<file path="src/srpt_defs.svh">
`ifndef SRPT_DEFS_SVH
`define SRPT_DEFS_SVH

// Identifier widths carried in headers, entries and grants
`define SRPT_PEER_ID_W 14
`define SRPT_RPC_ID_W 14

// One width for every packet count in the design
`define SRPT_PKT_CNT_W 10

// Active set geometry
`define SRPT_MAX_OVERCOMMIT 8
`define SRPT_SLOT_IDX_W 3

// Messages of one RTT of packets or less go out unscheduled
`define SRPT_RTT_PKTS 44

// One RTT of packets for each active slot
`define SRPT_OVERCOMMIT_PKTS 352

`endif

</file>
<file path="src/srpt_pkg.sv">
`include "srpt_defs.svh"

package srpt_pkg;

   // Header word as popped from the header FIFO, peer_id in the top bits
   typedef struct packed {
      logic [`SRPT_PEER_ID_W-1:0] peer_id;
      logic [`SRPT_RPC_ID_W-1:0]  rpc_id;
      logic [`SRPT_PKT_CNT_W-1:0] msg_len;
      logic [`SRPT_PKT_CNT_W-1:0] incoming;
      logic [`SRPT_PKT_CNT_W-1:0] offset;
   } hdr_t;

   // One slot of the active set
   typedef struct packed {
      logic                       valid;
      logic [`SRPT_PEER_ID_W-1:0] peer_id;
      logic [`SRPT_RPC_ID_W-1:0]  rpc_id;
      logic [`SRPT_PKT_CNT_W-1:0] recv_pkts;
      logic [`SRPT_PKT_CNT_W-1:0] grantable_pkts;
   } entry_t;

   // Record written to the grant FIFO
   typedef struct packed {
      logic [`SRPT_PEER_ID_W-1:0] peer_id;
      logic [`SRPT_RPC_ID_W-1:0]  rpc_id;
      logic [`SRPT_PKT_CNT_W-1:0] grant_pkts;
   } grant_t;

   typedef enum logic [1:0] {
      CTRL_IDLE   = 2'd0,
      CTRL_COMMIT = 2'd1,
      CTRL_GRANT  = 2'd2
   } ctrl_state_e;

   typedef enum logic [1:0] {
      HDR_NONE   = 2'd0,
      HDR_CREATE = 2'd1,
      HDR_UPDATE = 2'd2
   } hdr_op_e;

endpackage

</file>
<file path="src/active_set.sv">
`include "srpt_defs.svh"

module active_set (
   input  logic                                        ap_clk,
   input  logic                                        ap_rst,
   input  logic                                        hdr_commit_i,
   input  srpt_pkg::hdr_op_e                           hdr_op_i,
   input  logic [`SRPT_SLOT_IDX_W-1:0]                 hdr_slot_i,
   input  srpt_pkg::hdr_t                              hdr_data_i,
   input  logic                                        grant_fire_i,
   input  logic [`SRPT_SLOT_IDX_W-1:0]                 grant_slot_i,
   input  logic [`SRPT_PKT_CNT_W-1:0]                  grant_pkts_i,
   output srpt_pkg::entry_t [`SRPT_MAX_OVERCOMMIT-1:0] entries_o
);

   localparam logic [`SRPT_PKT_CNT_W-1:0] ONE_PKT = 1;

   srpt_pkg::entry_t [`SRPT_MAX_OVERCOMMIT-1:0] entries_q;
   srpt_pkg::hdr_t                              hdr_q;
   srpt_pkg::entry_t                            upd_entry;
   srpt_pkg::entry_t                            gnt_entry;
   logic [`SRPT_PKT_CNT_W-1:0]                  recv_left;
   logic [`SRPT_PKT_CNT_W-1:0]                  grantable_left;

   assign upd_entry = entries_q[hdr_slot_i];
   assign gnt_entry = entries_q[grant_slot_i];

   // Counts left in the granted slot after this grant
   assign recv_left      = gnt_entry.recv_pkts - grant_pkts_i;
   assign grantable_left = gnt_entry.grantable_pkts - grant_pkts_i;

   // FIFO word of the previous cycle, which is the accepted header during commit
   always_ff @(posedge ap_clk) begin
      hdr_q <= hdr_data_i;
   end

   always_ff @(posedge ap_clk) begin
      if (ap_rst) begin
         for (int i = 0; i < `SRPT_MAX_OVERCOMMIT; i++) begin
            entries_q[i].valid <= 1'b0;
         end
      end else if (hdr_commit_i) begin
         case (hdr_op_i)
            srpt_pkg::HDR_CREATE: begin
               entries_q[hdr_slot_i].valid          <= 1'b1;
               entries_q[hdr_slot_i].peer_id        <= hdr_q.peer_id;
               entries_q[hdr_slot_i].rpc_id         <= hdr_q.rpc_id;
               // The first packet itself counts as received
               entries_q[hdr_slot_i].recv_pkts      <= ONE_PKT;
               entries_q[hdr_slot_i].grantable_pkts <= hdr_q.msg_len - ONE_PKT;
            end
            srpt_pkg::HDR_UPDATE: begin
               entries_q[hdr_slot_i].recv_pkts      <= upd_entry.recv_pkts + ONE_PKT;
               entries_q[hdr_slot_i].grantable_pkts <= upd_entry.grantable_pkts - ONE_PKT;
            end
            default: begin
            end
         endcase
      end else if (grant_fire_i) begin
         entries_q[grant_slot_i].recv_pkts      <= recv_left;
         entries_q[grant_slot_i].grantable_pkts <= grantable_left;
         // Slot frees once nothing is left to grant
         if (grantable_left == '0 && recv_left == '0) begin
            entries_q[grant_slot_i].valid <= 1'b0;
         end
      end
   end

   assign entries_o = entries_q;

   // Selector and controller must only fire grants at live slots
   a_grant_slot_valid: assert property (@(posedge ap_clk) disable iff (ap_rst)
      grant_fire_i |-> entries_q[grant_slot_i].valid);

endmodule

</file>
<file path="src/credit_counter.sv">
`include "srpt_defs.svh"

module credit_counter #(
   parameter logic [`SRPT_PKT_CNT_W-1:0] CREDIT_PKTS = `SRPT_OVERCOMMIT_PKTS
) (
   input  logic                       ap_clk,
   input  logic                       ap_rst,
   input  logic                       grant_fire_i,
   input  logic [`SRPT_PKT_CNT_W-1:0] grant_pkts_i,
   output logic [`SRPT_PKT_CNT_W-1:0] credit_o
);

   logic [`SRPT_PKT_CNT_W-1:0] credit_q;

   // Overcommit budget, spent by grants and never refilled
   always_ff @(posedge ap_clk) begin
      if (ap_rst) begin
         credit_q <= CREDIT_PKTS;
      end else if (grant_fire_i) begin
         credit_q <= credit_q - grant_pkts_i;
      end
   end

   assign credit_o = credit_q;

   // The selector must cap every grant at the remaining budget
   a_no_underflow: assert property (@(posedge ap_clk) disable iff (ap_rst)
      grant_fire_i |-> (grant_pkts_i <= credit_q));

endmodule

</file>
<file path="src/grant_ctrl_fsm.sv">
module grant_ctrl_fsm (
   input  logic ap_clk,
   input  logic ap_rst,
   input  logic hdr_empty_i,
   input  logic grant_full_i,
   input  logic grant_ready_i,
   output logic hdr_accept_o,
   output logic hdr_commit_o,
   output logic grant_fire_o
);

   srpt_pkg::ctrl_state_e state_q;
   srpt_pkg::ctrl_state_e state_d;

   always_ff @(posedge ap_clk) begin
      if (ap_rst) begin
         state_q <= srpt_pkg::CTRL_IDLE;
      end else begin
         state_q <= state_d;
      end
   end

   always_comb begin
      state_d      = state_q;
      hdr_accept_o = 1'b0;
      case (state_q)
         srpt_pkg::CTRL_IDLE: begin
            // Headers win over grants
            if (!hdr_empty_i) begin
               hdr_accept_o = 1'b1;
               state_d      = srpt_pkg::CTRL_COMMIT;
            end else if (grant_ready_i && !grant_full_i) begin
               state_d = srpt_pkg::CTRL_GRANT;
            end
         end
         // Both one-cycle states fall back to idle
         srpt_pkg::CTRL_COMMIT: state_d = srpt_pkg::CTRL_IDLE;
         srpt_pkg::CTRL_GRANT:  state_d = srpt_pkg::CTRL_IDLE;
         default:               state_d = srpt_pkg::CTRL_IDLE;
      endcase
   end

   assign hdr_commit_o = (state_q == srpt_pkg::CTRL_COMMIT);
   assign grant_fire_o = (state_q == srpt_pkg::CTRL_GRANT);

   // Table writes from a header and a grant never collide
   a_commit_grant_excl: assert property (@(posedge ap_clk) disable iff (ap_rst)
      !(hdr_commit_o && grant_fire_o));

endmodule

</file>
<file path="src/header_match.sv">
`include "srpt_defs.svh"

module header_match (
   input  logic                                        ap_clk,
   input  logic                                        ap_rst,
   input  logic                                        hdr_accept_i,
   input  srpt_pkg::hdr_t                              hdr_data_i,
   input  srpt_pkg::entry_t [`SRPT_MAX_OVERCOMMIT-1:0] entries_i,
   output srpt_pkg::hdr_op_e                           hdr_op_o,
   output logic [`SRPT_SLOT_IDX_W-1:0]                 hdr_slot_o
);

   localparam logic [`SRPT_PKT_CNT_W-1:0] RTT_PKTS = `SRPT_RTT_PKTS;

   srpt_pkg::hdr_t              hdr_q;
   logic                        match_hit;
   logic [`SRPT_SLOT_IDX_W-1:0] match_slot;
   logic                        free_hit;
   logic [`SRPT_SLOT_IDX_W-1:0] free_slot;

   always_ff @(posedge ap_clk) begin
      if (ap_rst) begin
         hdr_q <= '0;
      end else if (hdr_accept_i) begin
         hdr_q <= hdr_data_i;
      end
   end

   // First valid slot holding this peer and RPC, and first empty slot
   always_comb begin
      match_hit  = 1'b0;
      match_slot = '0;
      free_hit   = 1'b0;
      free_slot  = '0;
      for (int i = 0; i < `SRPT_MAX_OVERCOMMIT; i++) begin
         if (entries_i[i].valid) begin
            if (!match_hit && entries_i[i].peer_id == hdr_q.peer_id &&
                entries_i[i].rpc_id == hdr_q.rpc_id) begin
               match_hit  = 1'b1;
               match_slot = i[`SRPT_SLOT_IDX_W-1:0];
            end
         end else if (!free_hit) begin
            free_hit  = 1'b1;
            free_slot = i[`SRPT_SLOT_IDX_W-1:0];
         end
      end
   end

   always_comb begin
      hdr_op_o   = srpt_pkg::HDR_NONE;
      hdr_slot_o = '0;
      // Short messages never get scheduled
      if (hdr_q.msg_len > RTT_PKTS) begin
         if (hdr_q.offset == '0) begin
            // Repeated first packets of an active message are dropped
            if (!match_hit && free_hit) begin
               hdr_op_o   = srpt_pkg::HDR_CREATE;
               hdr_slot_o = free_slot;
            end
         end else if (match_hit) begin
            hdr_op_o   = srpt_pkg::HDR_UPDATE;
            hdr_slot_o = match_slot;
         end
      end
   end

endmodule

</file>
<file path="src/srpt_grant_top.sv">
`include "srpt_defs.svh"

module srpt_grant_top #(
   parameter logic [`SRPT_PKT_CNT_W-1:0] CREDIT_PKTS = `SRPT_OVERCOMMIT_PKTS
) (
   input  logic            ap_clk,
   input  logic            ap_rst,
   input  logic            header_in_empty_i,
   output logic            header_in_read_en_o,
   input  srpt_pkg::hdr_t  header_in_data_i,
   input  logic            grant_pkt_full_i,
   output logic            grant_pkt_write_en_o,
   output srpt_pkg::grant_t grant_pkt_data_o
);

   logic                                       hdr_accept;
   logic                                       hdr_commit;
   logic                                       grant_fire;
   srpt_pkg::hdr_op_e                          hdr_op;
   logic [`SRPT_SLOT_IDX_W-1:0]                hdr_slot;
   logic                                       grant_ready;
   logic [`SRPT_SLOT_IDX_W-1:0]                grant_slot;
   logic [`SRPT_PKT_CNT_W-1:0]                 grant_pkts;
   logic [`SRPT_PKT_CNT_W-1:0]                 credit;
   srpt_pkg::entry_t [`SRPT_MAX_OVERCOMMIT-1:0] entries;

   // FIFO strobes come straight from the controller
   assign header_in_read_en_o  = hdr_accept;
   assign grant_pkt_write_en_o = grant_fire;

   grant_ctrl_fsm u_ctrl (
      .ap_clk        (ap_clk),
      .ap_rst        (ap_rst),
      .hdr_empty_i   (header_in_empty_i),
      .grant_full_i  (grant_pkt_full_i),
      .grant_ready_i (grant_ready),
      .hdr_accept_o  (hdr_accept),
      .hdr_commit_o  (hdr_commit),
      .grant_fire_o  (grant_fire)
   );

   credit_counter #(
      .CREDIT_PKTS (CREDIT_PKTS)
   ) u_credit (
      .ap_clk       (ap_clk),
      .ap_rst       (ap_rst),
      .grant_fire_i (grant_fire),
      .grant_pkts_i (grant_pkts),
      .credit_o     (credit)
   );

   header_match u_match (
      .ap_clk       (ap_clk),
      .ap_rst       (ap_rst),
      .hdr_accept_i (hdr_accept),
      .hdr_data_i   (header_in_data_i),
      .entries_i    (entries),
      .hdr_op_o     (hdr_op),
      .hdr_slot_o   (hdr_slot)
   );

   srpt_select u_select (
      .entries_i     (entries),
      .credit_i      (credit),
      .grant_ready_o (grant_ready),
      .grant_slot_o  (grant_slot),
      .grant_pkts_o  (grant_pkts),
      .grant_data_o  (grant_pkt_data_o)
   );

   active_set u_active (
      .ap_clk       (ap_clk),
      .ap_rst       (ap_rst),
      .hdr_commit_i (hdr_commit),
      .hdr_op_i     (hdr_op),
      .hdr_slot_i   (hdr_slot),
      .hdr_data_i   (header_in_data_i),
      .grant_fire_i (grant_fire),
      .grant_slot_i (grant_slot),
      .grant_pkts_i (grant_pkts),
      .entries_o    (entries)
   );

endmodule

</file>
<file path="src/srpt_select.sv">
`include "srpt_defs.svh"

module srpt_select (
   input  srpt_pkg::entry_t [`SRPT_MAX_OVERCOMMIT-1:0] entries_i,
   input  logic [`SRPT_PKT_CNT_W-1:0]                  credit_i,
   output logic                                        grant_ready_o,
   output logic [`SRPT_SLOT_IDX_W-1:0]                 grant_slot_o,
   output logic [`SRPT_PKT_CNT_W-1:0]                  grant_pkts_o,
   output srpt_pkg::grant_t                            grant_data_o
);

   logic                        sel_hit;
   logic [`SRPT_SLOT_IDX_W-1:0] sel_slot;
   logic [`SRPT_PKT_CNT_W-1:0]  sel_grantable;
   srpt_pkg::entry_t            sel_entry;

   // Shortest remaining first; strict compare keeps the lower slot on ties
   always_comb begin
      sel_hit       = 1'b0;
      sel_slot      = '0;
      sel_grantable = '1;
      for (int i = 0; i < `SRPT_MAX_OVERCOMMIT; i++) begin
         if (entries_i[i].valid && entries_i[i].recv_pkts != '0 && credit_i != '0) begin
            if (!sel_hit || entries_i[i].grantable_pkts < sel_grantable) begin
               sel_hit       = 1'b1;
               sel_slot      = i[`SRPT_SLOT_IDX_W-1:0];
               sel_grantable = entries_i[i].grantable_pkts;
            end
         end
      end
   end

   assign sel_entry     = entries_i[sel_slot];
   assign grant_ready_o = sel_hit;
   assign grant_slot_o  = sel_slot;

   // Grant what has arrived, but no more than the budget left
   assign grant_pkts_o = (sel_entry.recv_pkts < credit_i) ? sel_entry.recv_pkts : credit_i;

   assign grant_data_o.peer_id    = sel_entry.peer_id;
   assign grant_data_o.rpc_id     = sel_entry.rpc_id;
   assign grant_data_o.grant_pkts = grant_pkts_o;

endmodule

</file>
<file path="config.mk">
export PLATFORM = sky130hd
export DESIGN_NAME = srpt_grant_top
export DESIGN_NICKNAME = d
export VERILOG_FILES = /design/src/srpt_pkg.sv /design/src/active_set.sv /design/src/credit_counter.sv /design/src/grant_ctrl_fsm.sv /design/src/header_match.sv /design/src/srpt_grant_top.sv /design/src/srpt_select.sv
export VERILOG_INCLUDE_DIRS = /design/src
export SDC_FILE = /design/constraint.sdc
export NUM_CORES = 2
export LEC_CHECK = 0
export ABC_CLOCK_PERIOD_IN_PS = 27500
export BUFFER_PORTS_ARGS = -buffer_cell sky130_fd_sc_hd__buf_4
export CORE_ASPECT_RATIO = 1.75
export CORE_UTILIZATION = 35
export DETAILED_ROUTE_END_ITERATION = 8
export REMOVE_ABC_BUFFERS = 1
export SYNTH_ARGS = -nofsm -noshare
export SYNTH_HDL_FRONTEND = slang
export SYNTH_SLANG_ARGS = --single-unit
</file>
<file path="constraint.sdc">
create_clock -name ap_clk -period 27.5 [get_ports ap_clk]
set_input_delay 5.5 -clock ap_clk [delete_from_list [all_inputs] [get_ports ap_clk]]
set_output_delay 5.5 -clock ap_clk [all_outputs]
set_load 0.02 [all_outputs]
</file>
Word-level counts from Yosys, hierarchy flattened
Index checks and enable logic that the tools add are counted.
{"block": "classes", "add_sub_neg": 6, "n_lt_le_gt_ge": 13, "eq_ne": 22, "n_mux": 141, "n_bitwise": 3, "n_reduce_logical": 77}
{"op": "$bwmux W392", "n": 10}
{"op": "$demux W49 S3", "n": 8}
{"op": "$mux W392", "n": 3}
{"op": "$pmux W392 S2", "n": 1}
{"op": "$bmux W49 S3", "n": 2}
{"op": "$eq A14 B14 Y1", "n": 16}
{"op": "$mux W10", "n": 16}
{"op": "$mux W3", "n": 43}
{"op": "$mux W49", "n": 2}
{"op": "$mux W48", "n": 2}
{"op": "$reduce_bool A10 Y1", "n": 9}
{"op": "$lt A10 B10 Y1", "n": 8}
{"op": "$mux W20", "n": 3}
{"op": "$mux W1", "n": 47}
{"op": "$logic_and A1 B1 Y1", "n": 36}
{"op": "$mux W34", "n": 1}
{"op": "$logic_not A10 Y1", "n": 3}
{"op": "$sub A10 B10 Y10", "n": 3}
{"op": "$sub A10 B1 Y10 const B", "n": 2}
{"op": "$logic_not A1 Y1", "n": 16}
{"op": "$add A10 B1 Y10 const B", "n": 1}
{"op": "$gt A10 B6 Y1 const B", "n": 1}
{"op": "$lt A3 B4 Y1 const B", "n": 2}
{"op": "$logic_or A1 B1 Y1", "n": 7}
{"op": "13 further kinds", "n": 20}
{"block": "word_totals", "regBits": 490, "out_inout_bits": 40}

Logic depth before layout (Yosys ltp)
{"block": "depth", "depth_word": 55, "mapped_depth": 128, "ltp_nobuf": 111}

Cells and area by module
Synthesis repeated with hierarchy kept, for this count alone.
{"block": "hier_totals", "cells_unflattened": 3120, "hier_area_um2": 32901.6}
{"mod": "active_set", "instances": 1, "cells_per_inst": 1659, "area_per_inst_um2": 20592.2}
{"mod": "srpt_select", "instances": 1, "cells_per_inst": 820, "area_per_inst_um2": 6676.4}
{"mod": "header_match", "instances": 1, "cells_per_inst": 530, "area_per_inst_um2": 4707.0}
{"mod": "credit_counter", "instances": 1, "cells_per_inst": 103, "area_per_inst_um2": 839.6}
{"mod": "grant_ctrl_fsm", "instances": 1, "cells_per_inst": 8, "area_per_inst_um2": 86.3}

Worst setup path after synthesis
OpenSTA, ideal clock, no wires.
{"block": "synth_timing", "path_type": "reg-to-output", "from": "register u_active.entries_q, in the netlist u_active.entries_o[16]", "to": "output grant_pkt_data_o[0] (netlist bit)", "arrival_ps": 21403, "t_required_ps": 22000, "setup_slack_ps": 597, "path_stages_with_launch": 110, "n_path_buf": 17, "path_cell_list": "edfxtp_1 or4_1 o41ai_2 buf_4 nand2b_1 clkbuf_1 nor2_1 ha_1 nand4_1 o21bai_1 o31ai_1 nand2_1 nand3b_1 clkbuf_1 nor2_1 a21oi_1 inv_1 ha_1 [... 74 more ...] inv_1 ha_1 a21o_1 a21oi_1 nor2b_1 o21ai_0 nand2b_1 a21oi_1 nor2b_1 o21ai_0 nand2b_1 o41ai_4 buf_2 buf_2 clkbuf_1 clkbuf_1 nor2_1 a21oi_1"}
{"item": "start, declared", "line_no": "active_set.sv:18", "source": "srpt_pkg::entry_t [`SRPT_MAX_OVERCOMMIT-1:0] entries_q;"}
{"item": "end, declared", "line_no": "srpt_grant_top.sv:13", "source": "output srpt_pkg::grant_t grant_pkt_data_o"}

==> results.cfg <==
[final_layout]
fin_nets = 3713
nFillCells = 8985
drive_above_1_share_pct = 14.9
synthToLayoutAreaGrowth_pct = 15.9
final_cell_mix = nand2_1 (490), edfxtp_1 (384), buf_4 (288), and2_1 (245), nor2_1 (188)
layout_commonest_cell = nand2_1

[worst_setup_path]
slowest_delay_ps = 610
r2r_slack_ps = 4170
worstReg2RegEnd = u_active.entries_o[97]
crit_top_cell = buf_4
crit_path_end_kind = primary output
cpMaxStageDelayCell = or4_1
critPathKind = reg -> out
startpoint_type = register
worstPathRequired_ps = 22000
timing.rr.start = u_active.entries_o[11]
path_max_fanout = 18
cp.arrival_ps = 20830
reg2reg_depth = 119

[clocking]
cts-root-buf = clkbuf_16
path_clk_slew_ps = 70
clock-sinks = 490
hold_buffers = 0
cts_tree = yes
cts_max_level = 2
clock_latency_ps = 650
cts_buffers = 49
cts_buffer_depth = 3

[placement]
dp_hpwl_mm = 110
place_congestion = 1.06
port_buffers = 91

[yosys]
yosys_warnings = 0
synth_top_flop_cell = edfxtp_1
yosysTopAreaCell = edfxtp_1
synth_edf_count = 384
netlist_area_sq_um = 31600
syn_inst = 3406
async_flop_share_pct = 0
netlist_top_cells_area = edfxtp_1 (37%), dfxtp_1 (6.7%), nand2_1 (5.9%)
yosysSeqAreaShare_pct = 43.2
syn_avg_cell_area_sq_um = 9.27
ys_seq_elements = 490
synthDistinctLibCells = 124
yosysTopAreaCellShare_pct = 36.5

[timing]
worstMarginPinSlew_ps = 1420
whs_ps = 454
hold_violations = 0
slew_headroom_pct = 4.65
slew_violations = 0
setup_viol_count_final = 0
finalSetupTns_ps = 0
period_needed_ps = 26330
fmax_mhz = 38.0
period_share_pct = 95.8
skew_ps = 34.7

[floorplanning]
rows = 145
die_h_microns = 399
die_w_microns = 229
io_pins = 102
initial_core_util_pct = 35.4
die-area_sq_um = 91500
core_area_sq_um = 89300

[drt]
via_count = 28900
drtIter0Drc = 3169
avgRoutedWirePerCell_microns = 31.4
vias_per_cell = 6.06
drtAntennaViolNets = 0
drc = 0
wl_mm = 150
first_pass_iters = 8

[global_route]
grt_max_degree = 49
grt_pass1_vias = 29000
antenna_found_initial = 1
grt_pass1_wl_mm = 209
overflow = 0
grt_use_total_pct = 32.4

[pwr]
power_leakage_nw = 14.6
ir_drop_v = 0.0000466
powerDensity_nw_per_um2 = 47.9

[run]
cap_violations = 0

[min_path]
hold_class = reg -> reg
whs_path_depth = 2
whs_endpoint = u_match.hdr_q[4]
hold_path.startpoint = u_match.hdr_q[4]

[outcome]
status = completed
## power breakdown
group	total, mW	internal (mW)	switching, mW
sequential	0.820	0.800	0.0200
combinational	0.225	0.0746	0.151
clock	0.705	0.377	0.328
## stage by stage
stage          total power [mW]  instance area (sq um)  cells  setup slack, ps  util, %
2_1_floorplan             0.946                  30800   3212              136        -
3_3_place_gp               1.05                  34800   4679              831     39.0
3_5_place_dp               1.05                  34800   4679              759     39.0
4_1_cts                    1.74                  36500   4771             36.5     40.8
5_1_grt                    1.79                  36600   4774            -9.36     41.0
6_report                   1.75                  36600   4776             1170     41.0
## synthesized netlist by cell type, drive strengths merged, types with 27 or more instances
cell type	number
nand2	495
edfxtp	384
and2	246
nor2	200
a21oi	184
o21ai	165
o22ai	155
clkbuf	149
xor2	140
xnor2	130
dfxtp	106
ha	93
nand3	90
inv	86
mux2i	82
nor4	80
nor3	67
nand4	47
buf	45
a221oi	32
a21o	31
mux2	28
nand2b	27
## critical path: cells and delay by family, from the launching register on
kind            cells  cell delay [ps]
buf+inv            21             3490
simple gates       35             5430
flops               1              480
mux                 2              510
fa+ha+maj           8             2300
compound gates     40             7890
## cell type report
class	count	area, sq um	area share, %
Multi-Input combinational cell	2635	17200	47.0
Sequential cell	490	13700	37.3
Timing Repair Buffer	294	2280	6.24
Tap cell	1176	1470	4.02
Clock buffer	59	1390	3.79
Inverter	87	327	0.893
Clock inverter	33	274	0.749
Antenna cell	2	5.00	0.0137
## flip-flops by register name, summed over array words and instances, names as in the netlist
register / cells
u_active.entries_o: 392
u_credit.credit_o: 10
u_match.hdr_q: 48
u_ctrl.state_q: 2
u_active.hdr_q: 38
## worst max-delay path by stage
stage | start | endpoint | slack, ps | cells past startpoint
2_1_floorplan | u_active.entries_o[16] | grant_pkt_data_o[4] | 140 | 90
3_3_place_gp | u_active.entries_o[16] | grant_pkt_data_o[4] | 830 | 101
3_5_place_dp | u_active.entries_o[16] | grant_pkt_data_o[4] | 760 | 101
4_1_cts | u_active.entries_o[16] | grant_pkt_data_o[4] | 40 | 102
5_1_grt | u_active.entries_o[11] | grant_pkt_data_o[8] | -9 | 108
6_report | u_active.entries_o[11] | grant_pkt_data_o[8] | 1170 | 106
## routing by layer
metal / vias up / track usage (%) / wire, microns / share of wire, %
met5: - / 0 / 9 / 0.0060
met4: 2 / 35.1 / 19400 / 13
met3: 658 / 5.99 / 10500 / 7.0
met2: 1624 / 56.2 / 72900 / 49
met1: 13900 / 30.9 / 47200 / 31
li1: 12800 / - / - / -
## repair_timing
action | CTS | global route
resized for setup | 1 | 17
endpoints found under the setup margin | 3 | 10
pin swaps | 0 | 2
buffers inserted | 0 | 2
## cells by family (layout without fill, tap and decap cells)
| family | count (synthesis) | count (layout) | synth area share (%) |
|---|---|---|---|
| fa+ha+maj | 96 | 96 | 3.82 |
| xor+xnor | 270 | 270 | 7.61 |
| mux | 110 | 110 | 3.63 |
| flops | 490 | 490 | 43.2 |
| compound gates | 778 | 778 | 16.3 |
| buf+inv | 281 | 473 | 3.43 |
| simple gates | 1381 | 1381 | 21.9 |
| other cells | 0 | 2 | 0 |
Power figures use the tool's default switching activity.
